--- config.mk ---
export PLATFORM = sky130hd
export DESIGN_NAME = burst_ring_buffer
export DESIGN_NICKNAME = d
export VERILOG_FILES = /design/src/design/ring_data_pkg.sv /design/src/design/ring_geom_pkg.sv /design/src/design/burst_ring_buffer.sv /design/src/design/ring_flow_ctrl.sv /design/src/design/ring_storage.sv /design/src/design/wrap_counter.sv
export SDC_FILE = /design/constraint.sdc
export NUM_CORES = 1
export LEC_CHECK = 0
export ABC_AREA = 1
export BUFFER_PORTS_ARGS = -buffer_cell sky130_fd_sc_hd__buf_2
export CAP_MARGIN = 20
export CORE_MARGIN = 5
export CORE_UTILIZATION = 24
export DETAILED_ROUTE_END_ITERATION = 10
export PLACE_DENSITY = 0.49
export SYNTH_ARGS = -nofsm -noshare
export SYNTH_HDL_FRONTEND = slang
export SYNTH_SLANG_ARGS = --single-unit
--- constraint.sdc ---
create_clock -name clk -period 5.2 [get_ports clk]
set_input_delay 0.26 -clock clk [delete_from_list [all_inputs] [get_ports clk]]
set_output_delay 0.26 -clock clk [all_outputs]
set_load 0.05 [all_outputs]
--- src/design/ring_data_pkg.sv ---
// --------------------
// Ring buffer payload
// Word width and stored word type
// --------------------

package ring_data_pkg;

  // Bits per stored word
  localparam int data_width = 16;

  // One entry of the ring
  typedef logic [data_width-1:0] data_t;

endpackage : ring_data_pkg

--- src/design/ring_geom_pkg.sv ---
// --------------------
// Ring buffer geometry
// Entry count and per-cycle burst limit
// Widths and vector types for entry index,
// fill level and per-cycle word counts
// --------------------

package ring_geom_pkg;

  // Number of entries in the ring, not a power of two
  localparam int ring_depth = 6;

  // Most words moved on each side in one cycle
  localparam int max_burst = 2;

  // --------------------
  // Derived widths
  // --------------------

  // Entry index, 0 to ring_depth-1
  localparam int ptr_width = $clog2(ring_depth);

  // Fill level, 0 to ring_depth inclusive
  localparam int count_width = $clog2(ring_depth + 1);

  // Word count per cycle, wide enough for max_burst
  // A request of 3 fits and gets limited by the controller
  localparam int burst_width = $clog2(max_burst + 1);

  // --------------------
  // Types
  // --------------------

  typedef logic [ptr_width-1:0] ptr_t;

  typedef logic [count_width-1:0] count_t;

  typedef logic [burst_width-1:0] burst_t;

endpackage : ring_geom_pkg

--- src/design/burst_ring_buffer.sv ---
// --------------------
// Burst ring buffer top level
// Flow control, read and write counters,
// and entry storage
// --------------------

`timescale 1ns/1ps

module burst_ring_buffer (
  input  logic                  clk,
  input  logic                  rst_n,
  input  logic                  flush,
  input  ring_geom_pkg::burst_t push_count,
  input  ring_data_pkg::data_t  push_data0,
  input  ring_data_pkg::data_t  push_data1,
  input  ring_geom_pkg::burst_t pop_count,
  output ring_geom_pkg::burst_t push_granted,
  output ring_geom_pkg::burst_t pop_granted,
  output ring_data_pkg::data_t  pop_data0,
  output ring_data_pkg::data_t  pop_data1,
  output ring_geom_pkg::count_t level,
  output logic                  full,
  output logic                  empty
);

  ring_geom_pkg::ptr_t wr_ptr;
  ring_geom_pkg::ptr_t rd_ptr;
  ring_geom_pkg::ptr_t wr_base;
  logic                push_active;
  logic                pop_active;

  // Counters move only on a nonzero grant
  assign push_active = (push_granted != '0);
  assign pop_active  = (pop_granted != '0);

  // Flush restarts the ring at entry 0
  // so the flushed-in burst lands where the read pointer goes
  assign wr_base = flush ? '0 : wr_ptr;

  // --------------------
  // Grants and level
  // --------------------

  ring_flow_ctrl flow_ctrl_i (
    .clk          (clk),
    .rst_n        (rst_n),
    .flush        (flush),
    .push_count   (push_count),
    .pop_count    (pop_count),
    .push_granted (push_granted),
    .pop_granted  (pop_granted),
    .level        (level),
    .full         (full),
    .empty        (empty)
  );

  // --------------------
  // Pointers
  // --------------------

  // Write pointer, reinit still takes the granted push
  wrap_counter #(
    .max_value     (ring_geom_pkg::ring_depth - 1),
    .max_increment (ring_geom_pkg::max_burst)
  ) wr_ptr_i (
    .clk        (clk),
    .rst_n      (rst_n),
    .reinit     (flush),
    .incr_valid (push_active),
    .incr       (push_granted),
    .value      (wr_ptr)
  );

  // Read pointer, pop grant is zero on flush so it restarts at 0
  wrap_counter #(
    .max_value     (ring_geom_pkg::ring_depth - 1),
    .max_increment (ring_geom_pkg::max_burst)
  ) rd_ptr_i (
    .clk        (clk),
    .rst_n      (rst_n),
    .reinit     (flush),
    .incr_valid (pop_active),
    .incr       (pop_granted),
    .value      (rd_ptr)
  );

  // --------------------
  // Entries
  // --------------------

  ring_storage storage_i (
    .clk      (clk),
    .rst_n    (rst_n),
    .wr_ptr   (wr_base),
    .rd_ptr   (rd_ptr),
    .wr_count (push_granted),
    .wr_data0 (push_data0),
    .wr_data1 (push_data1),
    .rd_data0 (pop_data0),
    .rd_data1 (pop_data1)
  );

endmodule : burst_ring_buffer

--- src/design/ring_flow_ctrl.sv ---
// --------------------
// Ring buffer flow control
// Grants push and pop counts per cycle
// Holds the fill level and full/empty flags
// --------------------

`timescale 1ns/1ps

module ring_flow_ctrl (
  input  logic                  clk,
  input  logic                  rst_n,
  input  logic                  flush,
  input  ring_geom_pkg::burst_t push_count,
  input  ring_geom_pkg::burst_t pop_count,
  output ring_geom_pkg::burst_t push_granted,
  output ring_geom_pkg::burst_t pop_granted,
  output ring_geom_pkg::count_t level,
  output logic                  full,
  output logic                  empty
);

  // Limits at level width
  localparam ring_geom_pkg::count_t depth_lim = ring_geom_pkg::count_t'(ring_geom_pkg::ring_depth);
  localparam ring_geom_pkg::count_t burst_lim = ring_geom_pkg::count_t'(ring_geom_pkg::max_burst);

  ring_geom_pkg::count_t space;
  ring_geom_pkg::count_t push_cap;
  ring_geom_pkg::count_t pop_cap;
  ring_geom_pkg::count_t level_next;

  // Smaller of two level-width values
  function automatic ring_geom_pkg::count_t min_count(input ring_geom_pkg::count_t a,
                                                      input ring_geom_pkg::count_t b);
    return (a < b) ? a : b;
  endfunction

  // --------------------
  // Grants
  // --------------------

  // Free room as seen at the start of the cycle
  // A same-cycle pop frees nothing yet
  // Flush empties the ring, so all entries count as free
  assign space = flush ? depth_lim : depth_lim - level;

  // Push limited by burst size and then by room
  assign push_cap = min_count(min_count(ring_geom_pkg::count_t'(push_count), burst_lim), space);

  // Pop limited by burst size and by what is stored
  // Nothing is popped during a flush
  assign pop_cap = flush ? '0
                         : min_count(min_count(ring_geom_pkg::count_t'(pop_count), burst_lim),
                                     level);

  // Both caps are at most max_burst and fit the burst width
  assign push_granted = ring_geom_pkg::burst_t'(push_cap);
  assign pop_granted  = ring_geom_pkg::burst_t'(pop_cap);

  // --------------------
  // Level and flags
  // --------------------

  // Flush drops old contents and keeps only the new words
  assign level_next = flush ? push_cap : level + push_cap - pop_cap;

  always_ff @(posedge clk or negedge rst_n) begin
    if (!rst_n) begin
      level <= '0;
      full  <= 1'b0;
      empty <= 1'b1;
    end else begin
      level <= level_next;
      // Flags are decoded from the next level so they line up with it
      full  <= (level_next == depth_lim);
      empty <= (level_next == '0);
    end
  end

endmodule : ring_flow_ctrl

--- src/design/ring_storage.sv ---
// --------------------
// Ring buffer entry storage
// Two write lanes at wr_ptr and the index after
// Two show-ahead read lanes at rd_ptr and the index after
// --------------------

`timescale 1ns/1ps

module ring_storage (
  input  logic                  clk,
  input  logic                  rst_n,
  input  ring_geom_pkg::ptr_t   wr_ptr,
  input  ring_geom_pkg::ptr_t   rd_ptr,
  input  ring_geom_pkg::burst_t wr_count,
  input  ring_data_pkg::data_t  wr_data0,
  input  ring_data_pkg::data_t  wr_data1,
  output ring_data_pkg::data_t  rd_data0,
  output ring_data_pkg::data_t  rd_data1
);

  localparam ring_geom_pkg::ptr_t last_index =
    ring_geom_pkg::ptr_t'(ring_geom_pkg::ring_depth - 1);

  ring_data_pkg::data_t entries [ring_geom_pkg::ring_depth];

  ring_geom_pkg::ptr_t wr_ptr_inc;
  ring_geom_pkg::ptr_t rd_ptr_inc;
  logic                wr_lane0;
  logic                wr_lane1;

  // Following index around the ring, last entry back to 0
  function automatic ring_geom_pkg::ptr_t next_index(input ring_geom_pkg::ptr_t idx);
    return (idx == last_index) ? '0 : idx + 1'b1;
  endfunction

  assign wr_ptr_inc = next_index(wr_ptr);
  assign rd_ptr_inc = next_index(rd_ptr);

  // Lane 0 takes the older word of a burst
  assign wr_lane0 = (wr_count != '0);
  assign wr_lane1 = (wr_count >= ring_geom_pkg::burst_t'(2));

  // --------------------
  // Write side
  // --------------------

  always_ff @(posedge clk or negedge rst_n) begin
    if (!rst_n) begin
      for (int i = 0; i < ring_geom_pkg::ring_depth; i++) begin
        entries[i] <= '0;
      end
    end else begin
      for (int i = 0; i < ring_geom_pkg::ring_depth; i++) begin
        // The two lanes always hit different entries
        if (wr_lane0 && (wr_ptr == ring_geom_pkg::ptr_t'(i))) begin
          entries[i] <= wr_data0;
        end else if (wr_lane1 && (wr_ptr_inc == ring_geom_pkg::ptr_t'(i))) begin
          entries[i] <= wr_data1;
        end
      end
    end
  end

  // --------------------
  // Read side
  // --------------------

  // Head and the word behind it, no read latency
  assign rd_data0 = entries[rd_ptr];
  assign rd_data1 = entries[rd_ptr_inc];

endmodule : ring_storage

--- src/design/wrap_counter.sv ---
// --------------------
// Wrapping counter with variable increment
// Wraps past zero at max_value, any max_value
// Reinit restarts at zero and keeps the increment
// --------------------

`timescale 1ns/1ps

module wrap_counter #(
  parameter int max_value = 1,
  parameter int max_increment = 1,
  localparam int value_width = $clog2(max_value + 1),
  localparam int incr_width = $clog2(max_increment + 1)
) (
  input  logic                  clk,
  input  logic                  rst_n,
  input  logic                  reinit,
  input  logic                  incr_valid,
  input  logic [incr_width-1:0] incr,
  output logic [value_width-1:0] value
);

  // One extra bit holds value plus increment before wrapping
  localparam int sum_width = value_width + 1;

  // Modulus of the count
  localparam logic [sum_width-1:0] wrap_amount = sum_width'(max_value + 1);

  // Power-of-two modulus wraps by truncation alone
  localparam bit wrap_is_pow2 = ((max_value + 1) & max_value) == 0;

  logic [sum_width-1:0]   base;
  logic [sum_width-1:0]   step;
  logic [sum_width-1:0]   sum;
  logic [value_width-1:0] value_next;

  // Reinit starts from zero, increment still applies
  assign base = reinit ? '0 : sum_width'(value);
  assign step = incr_valid ? sum_width'(incr) : '0;
  assign sum  = base + step;

  if (wrap_is_pow2) begin : gen_pow2
    // Dropping the carry bit is the modulo
    assign value_next = sum[value_width-1:0];
  end else begin : gen_non_pow2
    logic [sum_width-1:0] sum_wrapped;

    // At most one wrap since the increment never exceeds max_value
    assign sum_wrapped = sum - wrap_amount;
    assign value_next  = (sum > sum_width'(max_value)) ? sum_wrapped[value_width-1:0]
                                                       : sum[value_width-1:0];
  end

  // Load only when something changes the count
  always_ff @(posedge clk or negedge rst_n) begin
    if (!rst_n) begin
      value <= '0;
    end else if (incr_valid || reinit) begin
      value <= value_next;
    end
  end

endmodule : wrap_counter

======== After elaboration in Yosys (flattened, before gate mapping) ========
Index checks and enable logic that the tools add are counted.
W data, S select, Z words.
storage, ports and cells
  word-level logic and storage cells ...... 102
  ROM bits ................................ 0
  output and inout bits ................... 41
  memories ................................ 0
  register bits ........................... 107
  bits in latches ......................... 0
  RAM bits ................................ 0
  input bits .............................. 39
operators by class
  add/sub/neg operators ................... 9
  $mul .................................... 0
  muxes and demuxes ....................... 34
  equal/unequal tests ..................... 12
  divide/modulo/power cells ............... 0
  reduce and logical (&&, ||, !) cells .... 25
  $lt $le $gt $ge ......................... 9
  shift operators ......................... 0
  bitwise operators ....................... 2
operator list
  operator               number
  $mux W16               16
  $bmux W16 S3           2
  $mux W3                12
  $eq A3 B3 Y1 const B   6
  $reduce_bool A2 Y1     8
  $eq A3 B2 Y1 const B   4
  $logic_and A1 B1 Y1    12
  $logic_not A3 Y1       3
  $add A3 B2 Y4          2
  $ge A4 B4 Y1 const B   2
  $gt A4 B3 Y1 const B   2
  $mux W2                4
  $not A3 Y4             2
  $add A3 B1 Y3 const B  2
  $eq A3 B1 Y1 const B   2
  $lt A3 B3 Y1           2
  $sub A3 B3 Y3 const B  2
  $lt A2 B2 Y1 const B   2
  $add A3 B3 Y3          1
  $sub A3 B3 Y3          1
  $sub A3 B3 Y3 const A  1
  $ge A2 B2 Y1 const B   1
  $logic_or A1 B1 Y1     2

======== Longest topological paths before layout ========
Gate-level depths: netlist of run 1.
  word-level depth ........................ 10
  depth in mapped cells ................... 19

======== Hierarchy ========
From an unflattened synthesis of run 1, not the netlist that was laid out.
unflattened totals
  cells, all modules ...................... 1347
  area total of the unflattened synthesis .. 8082.8 um^2
by module, submodules not included
  module             area each (um^2)  instances  cells each  sequential area each (um^2)
  ring_storage       7029.2            1          1182        2402.3
  wrap_counter       267.8             2          44          75.1
  ring_flow_ctrl     473.0             1          65          126.4
  burst_ring_buffer  45.0              1          12          0.0

======== Worst setup path after synthesis of run 1 ========
OpenSTA, ideal clock, no wires.
  path type ............................... register -> register
  from .................................... register flow_ctrl_i.level[1]
  to ...................................... register flow_ctrl_i.empty
  clock period less this slack ............ 3.731 ns
  cell stages (with the launch flop) ...... 18
  buffers on the path ..................... 0
  arrival time ............................ 3.650 ns
  path slack .............................. 1.469 ns
  library setup time ...................... 0.082 ns
  path through ............................ dfrtp_1 -> inv_1 -> ha_1 -> nand3_1 -> nand2_1 -> inv_1 -> nand2_1 -> nand2_1 -> nor2_1 -> ha_1 -> inv_1 -> ha_1 -> fa_1 -> xor2_1 -> or2_2 -> nand3_1 -> inv_1 -> nor3_1
RTL lines
  element                        line                     source
  start, declared                ring_flow_ctrl.sv:17     output ring_geom_pkg::count_t level,
  start signal, assigned         ring_flow_ctrl.sv:72     level <= level_next;
  $lt A3 B3 Y1                   ring_flow_ctrl.sv:34     return (a < b) ? a : b;
  $mux W3                        ring_flow_ctrl.sv:34
  $mux W3                        ring_flow_ctrl.sv:51     assign pop_cap = flush ? '0
  net pop_granted[0]             burst_ring_buffer.sv:18  output ring_geom_pkg::burst_t pop_granted,
  $sub A3 B3 Y3                  ring_flow_ctrl.sv:64     assign level_next = flush ? push_cap : level + push_cap - pop_cap;
  $mux W3                        ring_flow_ctrl.sv:64
  net flow_ctrl_i.level_next[2]  ring_flow_ctrl.sv:29     ring_geom_pkg::count_t level_next;
  $logic_not A3 Y1               ring_flow_ctrl.sv:75     empty <= (level_next == '0);
  end signal, assigned           ring_flow_ctrl.sv:75
  end, declared                  ring_flow_ctrl.sv:19     output logic empty
The timed path passes the listed nets, and every way through them passes these cells.
A chain may end at the register's enable or synchronous reset.

======== Worst setup path after layout of run 1 ========
  from .................................... register rd_ptr_i.value[1]
  to ...................................... output port pop_data1[5]
on the way
  longest elaborated chain between the ends .. 6
RTL lines
  element                                               line                     source
  start, declared                                       wrap_counter.sv:20       output logic [value_width-1:0] value
  start signal, assigned                                wrap_counter.sv:59       value <= value_next;
  $add A3 B1 Y3 / $eq A3 B3 Y1 (equally long branches)  ring_storage.sv:33       return (idx == last_index) ? '0 : idx + 1'b1;
  $mux W3 *                                             ring_storage.sv:33
  $not A3 Y4 (implied by the code) *                    ring_storage.sv:70       assign rd_data1 = entries[rd_ptr_inc];
  $bmux W16 S3 *                                        ring_storage.sv:70
  $mux W16 (implied by the code) * (2 in series)        ring_storage.sv:70
  end, declared                                         burst_ring_buffer.sv:20  output ring_data_pkg::data_t pop_data1,
Mark *: on every way between the ends. The rest lies on a longest branch, timed or not. The select of a mux whose other input is x is not followed.

==> results of run 1 <==
==> layer usage <==
| layer | track usage, % | up-vias | part of all wire, % |
|---|---|---|---|
| met1 | 24.8 | 3833 | 50 |
| met4 | 4.35 | 0 | 1.8 |
| li1 | - | 3841 | - |
| met2 | 22.9 | 289 | 42 |
| met5 | 0 | - | 0 |
| met3 | 1.88 | 28 | 5.8 |
==> state kept, by name, indices dropped and copies added (netlist names) <==
register           flops
flow_ctrl_i.empty      1
flow_ctrl_i.full       1
flow_ctrl_i.level      3
rd_ptr_i.value         3
storage_i.entries     96
wr_ptr_i.value         3
==> kinds of logic after synthesis <==
group | Yosys count
buffers and inverters | 152
adders and majority gates | 14
AOI/OAI and AO/OA | 144
and+or+nand+nor | 694
xor gates and xnor gates | 1
DFF | 107
==> final timing paths <==
| path | cells after the start | to | slack (ns) |
|---|---|---|---|
| worst max-delay path | 7 | pop_data1[5] | 1.56 |
| worst max register to register | 17 | flow_ctrl_i.empty | 1.69 |
| min in group asynchronous | 2 | flow_ctrl_i.full | 0.47 |
| max in group asynchronous | 3 | storage_i.entries[41] | 3.45 |
| worst min register to register | 2 | storage_i.entries[6] | 0.52 |
| worst min-delay path | 3 | storage_i.entries[53] | 0.16 |
==> area by class of cell <==
type	count	area [um^2]	area share, %
inverter	71	267	3.12
clock buffer	9	225	2.64
clock inverter	7	68.8	0.805
tap	402	503	5.88
timing repair buffer	94	553	6.47
multi-input combinational	853	4250	49.7
sequential	107	2680	31.4
==> per-stage QoR <==
step | setup slack (ns) | cells
4_1_cts | 1.58 | 1541
3_3_place_gp | 1.74 | 1524
5_1_grt | 1.41 | 1543
3_5_place_dp | 1.69 | 1524
2_1_floorplan | 1.47 | 1112
6_report | 1.56 | 1543
==> power by group <==
group	total (mW)	switching, mW	internal (mW)
combinational	4.29	3.13	1.15
sequential	1.63	0.397	1.23
clock	0.710	0.372	0.339
==> synth_stat cells (all sizes together) <==
cell | instances | area, um^2
nand3 | 355 | 1790
nand2 | 279 | 1080
dfrtp | 106 | 2650
o21ai | 99 | 503
inv | 70 | 263
nor2 | 50 | 215
clkbuf | 44 | 168
buf | 37 | 216
o211ai | 19 | 143
a32o | 16 | 160
ha | 10 | 125
fa | 4 | 80.1
nand3b | 4 | 33.8
nor3 | 4 | 25.0
a21oi | 3 | 15.0
a21o | 2 | 15.0
o22ai | 2 | 12.5
a22oi | 1 | 7.51
a32oi | 1 | 8.76
and3 | 1 | 6.26
clkinv | 1 | 3.75
dfstp | 1 | 26.3
o221ai | 1 | 8.76
or2 | 1 | 6.26
xor2 | 1 | 8.76
==> worst reg2reg max path, cell delays in order, from the launching register on <==
cell and delay, ns:
dfrtp_1 0.43, ha_1 0.36, inv_1 0.07, nor2_1 0.04, ha_1 0.28, nand2_1 0.05
nand2_1 0.14, nand2_2 0.10, nand2_4 0.11, nand2_4 0.08, fa_1 0.55, inv_1 0.06
fa_1 0.43, xor2_1 0.18, or2_2 0.27, nand3_1 0.09, inv_1 0.06, nor3_1 0.17
==> placed cells by master, fill, tap and decap left out, types with 4 or more instances in the layout <==
cell	n
nand3_1	353
nand2_1	271
dfrtp_1	105
o21ai_0	88
buf_2	78
inv_1	65
nor2_1	45
o211ai_1	19
a32o_1	16
buf_4	13
ha_1	10
o21ai_1	9
clkbuf_16	9
inv_2	5
nand2_2	5
fa_1	4
==> repair_timing <==
item,4_1_cts,5_1_grt
endpoints found under the setup margin,0,0
endpoints found under the hold margin,45,0
hold buffers,1,0
==> metrics.txt, run 1 <==
Design Power=6.63 mW; critical path required time=4.94 ns; Pwr per Cell Area=approximately 780 mW/mm^2; Total Wirelength=approximately 29,000 um; max_cap viols=0; floorplan core area=0.0314 mm^2; multiplexer area fraction after synthesis=0%; Hold Path Class=in2reg; Min Hold Slack=0.164 ns; final period utilization=69.9%; Routed Antenna Nets=0; WP buf/inv=3; # diodes=0; Die Span X=188 um; Post-DP Area=0.00819 mm^2; Adder-Cell Fraction of Synth Area=2.71%; CP Capture Type=output pin; crit-path max FO=21; Final Hold Fails=0; drt initial violations=a little under 900; crit path cell chain=inv_1 -> nand2_1 -> nand2_1 -> nor2_1 -> buf_4 -> a32o_1 -> buf_2; Setup crit start kind=flip-flop; layout cells sized above 1=11.9%; Tmin final=3.64 ns; first-pass GRT wire length=44,700 um; Inserted Clock Buffers=9; CTS tree=built; total grt overflow=0; mapped cell area=0.00757 mm^2; Fill cells=roughly 3,500; worst skew pair latency=about 0.38 ns; All-Layer GR Usage=around 16%; Detailed Routing Iterations Pass 1=7; dpl hpwl=between 20,000 and 25,000 um; I/O pins=80; drt wl/cell=18.5 um; register bit total from synthesis=107; status=finished, final reports clean; die area=0.0352 mm^2; Post-Syn Nets=1,165; Crit Path Category=reg2out; Worst VDD drop=0.432 mV; Synth Area in Compound Gates=11.5%; chip height=188 um; Slew headroom=29.7%; postcts setup bufs=0; root buffer cell=clkbuf_16; Cell Rows=65; r2r startpoint=flow_ctrl_i.level[0]; largest net degree at the start of global routing=88; gpl congestion=0.852; critical path's top delay family=buffers and inverters; port bufs=79; Num Clock Sinks=107; post-synthesis sequential area ratio=between 30% and 40%; Max Root-Sink Buffers=2; CP arrival=3.38 ns; Crit path top cell by count=nand2_1; post_cts resized=0; synth warn=0; setup violators final=0; simple-gate share of the synthesized area=41.7%; Slowest-stage cell, CP=dfrtp_1; Fin Setup TNS=0 ns; hold_sp=push_data1[5]; RSZ-0062 raised after global routing=false; vias in the first global route=between 7,000 and 8,000; initial core utilization=24.1%; Syn Inst Count=1,112; largest family of logic cells by synthesized area=simple AND/OR/NAND/NOR gates; library cells used by synthesis=40; Vias=7,991; final net count=1,189; initial antenna violation count=0; XOR/XNOR share of the synthesized area=0.116%; clock transition at the registers of the reported paths=0.09 ns; max frequency=275 MHz; final setup skew=0.00811 ns; CTS H-tree lvls=3; CP peak stage delay=0.85 ns; DRC=0; worst setup path start=rd_ptr_i.value[1]; Mapped Avg Cell Area=6.81 um^2; Leak=between 4 and 5 nW; via/cell ratio=just over 5; Area Overhead vs Synth=12.8%; actual slew at the worst max-slew pin=about 1.1 ns; Util after Layout=between 20% and 30%; post-route cell area=0.00855 mm^2; Slew Viols, Final=0
(Power assumes the default switching activity.)
==> run 2, diff against run 1 <==
--- a/config.mk
+++ b/config.mk
@@ -5,13 +5,13 @@
 export SDC_FILE = /design/constraint.sdc
 export NUM_CORES = 1
 export LEC_CHECK = 0
-export ABC_AREA = 1
+export ABC_AREA = 0
 export BUFFER_PORTS_ARGS = -buffer_cell sky130_fd_sc_hd__buf_2
 export CAP_MARGIN = 20
 export CORE_MARGIN = 5
 export CORE_UTILIZATION = 24
 export DETAILED_ROUTE_END_ITERATION = 10
-export PLACE_DENSITY = 0.49
+export PLACE_DENSITY = 0.51
 export SYNTH_ARGS = -nofsm -noshare
 export SYNTH_HDL_FRONTEND = slang
 export SYNTH_SLANG_ARGS = --single-unit
==> constraint.sdc (replaced) <==
create_clock -name clk -period 3.3 [get_ports clk]
set_input_delay 0.165 -clock clk [delete_from_list [all_inputs] [get_ports clk]]
set_output_delay 0.165 -clock clk [all_outputs]
set_load 0.05 [all_outputs]
==> metrics.txt, run 2 <==
Crit Path Category=reg2reg; Setup crit start kind=flip-flop; critical path required time=3.58 ns (-1.36 ns); Post-DP Area=0.00810 mm^2 (-1.0%); Final Hold Fails=0 (unchanged); max FFs per register=96 (unchanged); final setup skew=0.0198 ns (+0.0117 ns); DRC=0 (unchanged); final std cells w/o fill=1,139 (-26%); setup violators final=0 (unchanged); Fill cells=2,997 (-14%); Detailed Routing Iterations Pass 1=5 (-2); Routed Antenna Nets=0 (unchanged); Pint=4.72 mW (+73%); Inserted Clock Buffers=9 (unchanged); chip height=182 um (-3.2%); Biggest register=storage_i.entries; crit path cell chain=ha_4 -> inv_4 -> nor2_4 -> ha_4 -> o21ba_4 -> o311a_4 -> mux2i_4 -> fa_1 -> inv_1 -> fa_2 -> xor2_1 -> xnor2_1 -> nor2_1 -> nor3_2; footprint of the multi-input gates=0.00419 mm^2 (-1.4%); Vias=5,734 (-28%); floorplan core area=0.0289 mm^2 (-7.8%); max_cap viols=0 (unchanged); dpl hpwl=15,300 um (-24%); Num Clock Sinks=107 (unchanged); Syn Inst Count=667 (-40%); CTS tree=built; Worst VDD drop=0.383 mV (-11%); Max Root-Sink Buffers=2 (unchanged); Mapped Avg Cell Area=10.6 um^2 (+56%); vias in the first global route=5,773 (-21%); synth warn=0 (unchanged); Synth top cells by count=dfrtp_1, nor2_1, mux2i_1, a21oi_1, a21o_1; switching power=4.84 mW (+24%); Yosys top cell area share=37.5% (+2.5 points); Post-Place Cells=1,119 (-27%); RSZ-0062 raised after global routing=true; sequential power share=26.6% (+2.0 points); top cells by area, synth=dfrtp_1, mux4_2, mux2i_1; via/cell ratio=5.03 (-2.8%); Tmin final=about 3.2 ns; Slew Viols, Final=0 (unchanged); Hold Path Class=in2reg; mapped cell area=0.00708 mm^2 (-6.6%); final period utilization=97.7%; total grt overflow=0 (unchanged); FF+latch area=0.00269 mm^2 (+0.19%); leading area contributor after synthesis=dfrtp_1; Post-Syn Nets=720 (-38%); clock transition at the registers of the reported paths=0.10 ns (about the same); most frequent cells in the layout=dfrtp_1, nor2_1, buf_2; post-synthesis sequential area ratio=37.9% (+2.5 points); CTS H-tree lvls=3 (unchanged); Crit path top cell by count=ha_4; final net count=803 (-32%); post-route cell area=0.00846 mm^2 (-0.98%); die area=0.0330 mm^2 (-6.2%); initial antenna violation count=0 (unchanged); drt initial violations=366 (-58%); CP Capture Type=flip-flop; Slew headroom=38.6% (+8.9 points); Die Span X=182 um (-3.2%); Pwr per Cell Area=1130 mW/mm^2 (+46%); max frequency=roughly 310 MHz; commonest non-fill, non-tap cell in the layout=dfrtp_1; status=finished, final reports clean; register bit total from synthesis=107 (unchanged); Total Wirelength=22,500 um (-21%); ys flop type=dfrtp_1; first-pass GRT wire length=35,000 um (-22%); clock power share=12.1% (+1.4 points); root buffer cell=clkbuf_16; Fin Setup TNS=0 ns (unchanged); library cells used by synthesis=60 (+50%); gpl congestion=0.835 (-2.0%); layout cells sized above 1=27.7% (+16 points); Leak=3.73 nW (-8.0%); Area Overhead vs Synth=19.6%; All-Layer GR Usage=13.5% (-2.4 points); Net Sw Frac=50.6% (-8.2 points); crit-path max FO=5 (-76%); I/O pins=80 (unchanged); Logic pwr share=61.3% (-3.4 points); CP peak stage delay=0.50 ns (-0.35 ns); drt wl/cell=19.8 um (+7.1%); worst skew pair latency=0.37 ns (about the same); count leader, synth=dfrtp_1; CP arrival=3.50 ns (+0.12 ns); Cell Rows=62 (-4.6%); initial core utilization=24.5% (+0.32 points); # diodes=0 (unchanged); actual slew at the worst max-slew pin=0.920 ns (-0.131 ns); Slowest-stage cell, CP=fa_1; ys async rst share=100% (unchanged); Post-synth EDFFs=0 (unchanged); port bufs=79 (unchanged); largest net degree at the start of global routing=55 (-38%); Design Power=9.56 mW (+44%)
## run 2: final cells by class
cell class | count | share of cell area (%)
Clock buffer | 9 | 2.66
Sequential cell | 107 | 31.7
Timing Repair Buffer | 119 | 8.72
Multi-Input combinational cell | 499 | 49.5
Clock inverter | 7 | 1.05
Inverter | 14 | 0.651
Tap cell | 384 | 5.68
## run 2: power by group through the flow
stage,clock (mW),sequential [mW],combinational (mW)
2_1_floorplan,0,2.38,4.55
3_3_place_gp,0,2.54,5.81
3_5_place_dp,0,2.55,5.86
4_1_cts,1.19,2.53,5.89
5_1_grt,1.24,2.63,6.32
6_report,1.16,2.54,5.86
## run 2: repair_timing
item                                   4_1_cts  5_1_grt
pin swaps                                    0        3
buffers inserted                             0        3
setup endpoints to repair                    1        3
gates resized for setup                      2        1
endpoints found under the hold margin       52        0
hold buffers                                 1        0
## run 2: kinds of logic (layout without fill, tap and decap cells)
| family | Yosys count | after routing | synth area share, % |
|---|---|---|---|
| DFF | 107 | 107 | 37.9 |
| adders and majority gates | 14 | 14 | 2.90 |
| muxes | 112 | 112 | 22.3 |
| and+or+nand+nor | 168 | 168 | 10.9 |
| xor gates and xnor gates | 4 | 4 | 0.761 |
| AOI/OAI and AO/OA | 201 | 201 | 21.0 |
| buffers and inverters | 61 | 149 | 4.30 |
## run 2: per-layer routing
layer  GRT usage [%]  routed length (um)
met5               0                   0
met4            2.55                 235
met2            22.0               10700
met1            19.0               10500
met3            2.24                1120
## run 2: final timing paths
check | slack (ns) | cells after the start | start | endpoint
hold / removal | 0.07 | 3 | push_data0[5] | storage_i.entries[5]
setup / recovery | 0.08 | 14 | flow_ctrl_i.level[1] | flow_ctrl_i.empty
min in group asynchronous | 0.40 | 2 | rst_n | flow_ctrl_i.full
max in group asynchronous | 2.12 | 3 | rst_n | storage_i.entries[95]
setup reg to reg | 0.08 | 14 | flow_ctrl_i.level[1] | flow_ctrl_i.empty
hold reg to reg | 0.51 | 1 | storage_i.entries[56] | storage_i.entries[56]
## run 2: critical path, delay by kind of cell (launching register included)
| family | cells | cell delay (ns) |
|---|---|---|
| fa+ha+maj | 4 | 1.35 |
| flops | 1 | 0.45 |
| xor+xnor | 2 | 0.38 |
| simple gates | 3 | 0.34 |
| compound gates | 2 | 0.33 |
| mux | 1 | 0.20 |
| buf+inv | 2 | 0.10 |
## run 2: through the flow
step           setup slack (ns)  util [%]  hold slack, ns
6_report                 0.0755      29.2          0.0729
5_1_grt                 -0.0437      29.2          0.0747
4_1_cts                 0.00979      29.2          0.0622
3_5_place_dp          -0.000674      28.0           0.291
3_3_place_gp             0.0817      28.0           0.294
2_1_floorplan            -0.131         -          -0.131
==> run 3, diff against run 2 <==
--- a/config.mk
+++ b/config.mk
@@ -14,4 +14,5 @@
 export PLACE_DENSITY = 0.51
 export SYNTH_ARGS = -nofsm -noshare
 export SYNTH_HDL_FRONTEND = slang
+export SYNTH_HIERARCHICAL = 1
 export SYNTH_SLANG_ARGS = --single-unit
==> metrics.txt, run 3 <==
status=finished, violations left; failing checks=setup timing; setup slack, reg-to-reg=-0.17 ns (-0.24 ns); final setup margin=-0.166 ns (-0.241 ns); final setup skew=0.00744 ns (-0.0124 ns); Slew Viols, Final=0 (unchanged); CP Capture Type=flip-flop; CP arrival=3.75 ns (+0.25 ns); vias in the first global route=5,975 (+3.5%); count leader, synth=mux2_2; Post-synth EDFFs=0 (unchanged); ys flop type=dfrtp_1; library cells used by synthesis=57 (-5.0%); total grt overflow=0 (unchanged); layout cells sized above 1=46.7% (+19 points); Design Power=10.3 mW (+8.2%); Final Hold Fails=0 (unchanged); footprint of the multi-input gates=0.00470 mm^2 (+12%); Num Clock Sinks=107 (unchanged); drt wl/cell=19.5 um (-1.5%); Leak=3.96 nW (+6.1%); Post-DP Area=0.00876 mm^2 (+8.1%); via/cell ratio=4.93 (-2.1%); post-synthesis sequential area ratio=36.2% (-1.7 points); CTS tree=built; register bit total from synthesis=107 (unchanged); Total Wirelength=23,400 um (+3.8%); root buffer cell=clkbuf_16; chip height=186 um (+2.2%); Worst Hold Path Cells=3 (unchanged); # diodes=0 (unchanged); Mapped Avg Cell Area=10.9 um^2 (+2.6%); post-route cell area=0.00942 mm^2 (+11%); Syn Inst Count=680 (+1.9%); max frequency=289 MHz (-7.0%); Synth top cells by count=mux2_2, dfrtp_1, mux2i_1, o21ai_0, nor2_1; Die Span X=186 um (+2.2%); largest net degree at the start of global routing=58 (+5.5%); Vias=5,919 (+3.2%); DRC=0 (unchanged); most frequent cells in the layout=mux2_2, dfrtp_1, buf_2; Detailed Routing Iterations Pass 1=5 (unchanged); Max Root-Sink Buffers=2 (unchanged); Cell Rows=64 (+3.2%); gpl congestion=0.757 (-9.3%); critical path required time=3.58 ns (about the same); synth warn=6 (+6); worst skew pair latency=0.36 ns (about the same); CTS H-tree lvls=3 (unchanged); Area Overhead vs Synth=27.3%; Inserted Clock Buffers=9 (unchanged); max_cap viols=0 (unchanged); Worst VDD drop=0.662 mV (+73%); initial core utilization=24.3% (-0.19 points); clock transition at the registers of the reported paths=0.08 ns (-0.02 ns); setup violators final=35 (+35); floorplan core area=0.0305 mm^2 (+5.4%); Biggest register=storage_i/entries; R2R cell count=14 (unchanged); Yosys top cell area share=35.8% (-1.7 points); final period utilization=105% (+7.3 points); mapped cell area=0.00740 mm^2 (+4.6%); Crit Path Category=reg2reg; RSZ-0062 raised after global routing=true; first-pass GRT wire length=35,500 um (+1.4%); top cells by area, synth=dfrtp_1, mux2_2, mux2i_1; dpl hpwl=15,400 um (+0.63%); drt initial violations=353 (-3.6%); final net count=853 (+6.2%); hold_sp=push_data0[9]; die area=0.0345 mm^2 (+4.4%); r2r startpoint=flow_ctrl_i/level[0]; Hold Path Class=in2reg; actual slew at the worst max-slew pin=0.817 ns (-0.103 ns); port bufs=79 (unchanged); Tmin final=3.47 ns (+0.241 ns); commonest non-fill, non-tap cell in the layout=mux2_2; ys async rst share=100% (unchanged); Slew headroom=45.5% (+6.9 points); WHS Endpoint=storage_i/entries[41]; All-Layer GR Usage=13.3% (-0.21 points); FF+latch area=0.00269 mm^2 (unchanged); leading area contributor after synthesis=dfrtp_1; Pwr per Cell Area=1100 mW/mm^2 (-2.9%); crit-path max FO=4 (-1); RR Endpoint=wr_ptr_i/value[1]; Fill cells=3,147 (+5.0%); Setup crit start kind=flip-flop; initial antenna violation count=4 (+4); Post-Syn Nets=733 (+1.8%); Routed Antenna Nets=0 (unchanged); max FFs per register=96 (unchanged); I/O pins=80 (unchanged)
run 3: power by group:
group	internal, mW	leakage [nW]	switching (mW)
sequential	1.98	1.28	0.572
combinational	2.80	2.55	3.91
clock	0.529	0.136	0.551
total	5.31	3.96	5.03
run 3: worst max-delay path, cell delays in order, from the launching register on:
cell and delay [ns]:
dfrtp_2 0.43, ha_4 0.24, nor2b_4 0.13, ha_4 0.25, nor2_2 0.04, or3_4 0.37, o21ai_4 0.17, o31ai_4 0.09
or2_1 0.22, and2_1 0.14, ha_2 0.18, inv_2 0.05, fa_1 0.42, or4b_1 0.51, a31oi_1 0.17
run 3: final cells by class:
cell class                      count  share of cell area [%]
Timing Repair Buffer              156                    12.6
Clock buffer                       10                    2.43
Sequential cell                   107                    28.5
Tap cell                          396                    5.26
Inverter                           19                   0.783
Clock inverter                      6                   0.571
Multi-Input combinational cell    507                    49.9
run 3: worst max-delay path by stage:
stage	start	endpoint	slack (ns)	cells past startpoint
floorplan	flow_ctrl_i/level[0]	wr_ptr_i/value[1]	-0.74	14
global placement	flow_ctrl_i/level[1]	wr_ptr_i/value[1]	-0.25	14
detailed placement	flow_ctrl_i/level[1]	wr_ptr_i/value[1]	-0.29	14
CTS	flow_ctrl_i/level[0]	wr_ptr_i/value[1]	-0.23	14
global route	flow_ctrl_i/level[0]	wr_ptr_i/value[1]	-0.27	14
finish	flow_ctrl_i/level[0]	wr_ptr_i/value[1]	-0.17	14
run 3: stage by stage:
step                      setup slack, ns  utilization, %  hold WS (ns)  TNS, ns  instances
final                              -0.166            30.9         0.118   -0.897       1201
after global routing               -0.268            30.9         0.121    -6.07       1201
after CTS                          -0.225            30.1         0.108   -0.644       1189
after detailed placement           -0.285            28.7         0.318    -1.68       1164
after global placement             -0.249            28.7         0.323   -0.909       1164
after floorplan                    -0.737               -        -0.131   -38.78        680
run 3: cell families (layout without fill, tap and decap cells):
| group | after synthesis | after routing | share of synthesized area, % |
|---|---|---|---|
| XOR/XNOR | 3 | 3 | 0.355 |
| buffers and inverters | 66 | 191 | 4.14 |
| AO/OA/AOI/OAI | 148 | 148 | 12.5 |
| multiplexers | 212 | 212 | 34.6 |
| adder cells (fa/ha/maj) | 14 | 14 | 2.77 |
| AND/OR/NAND/NOR | 130 | 130 | 9.41 |
| flip-flops | 107 | 107 | 36.2 |
run 3: layer usage:
layer / part of all wire [%] / vias to the layer above / global-route usage, %
met3: 5.8 / 35 / 2.35
li1: - / 2764 / -
met4: 2.0 / 8 / 4.20
met5: 0.21 / - / 0
met2: 49 / 145 / 22.4
met1: 43 / 2967 / 17.2
run 3: timing repair:
action / CTS / global route
cloned: 0 / 2
setup endpoints to repair: 22 / 83
pin swaps: 19 / 21
hold buffers: 1 / 0
buffers inserted: 8 / 12
hold endpoints to repair: 52 / 0
resized for setup: 20 / 27
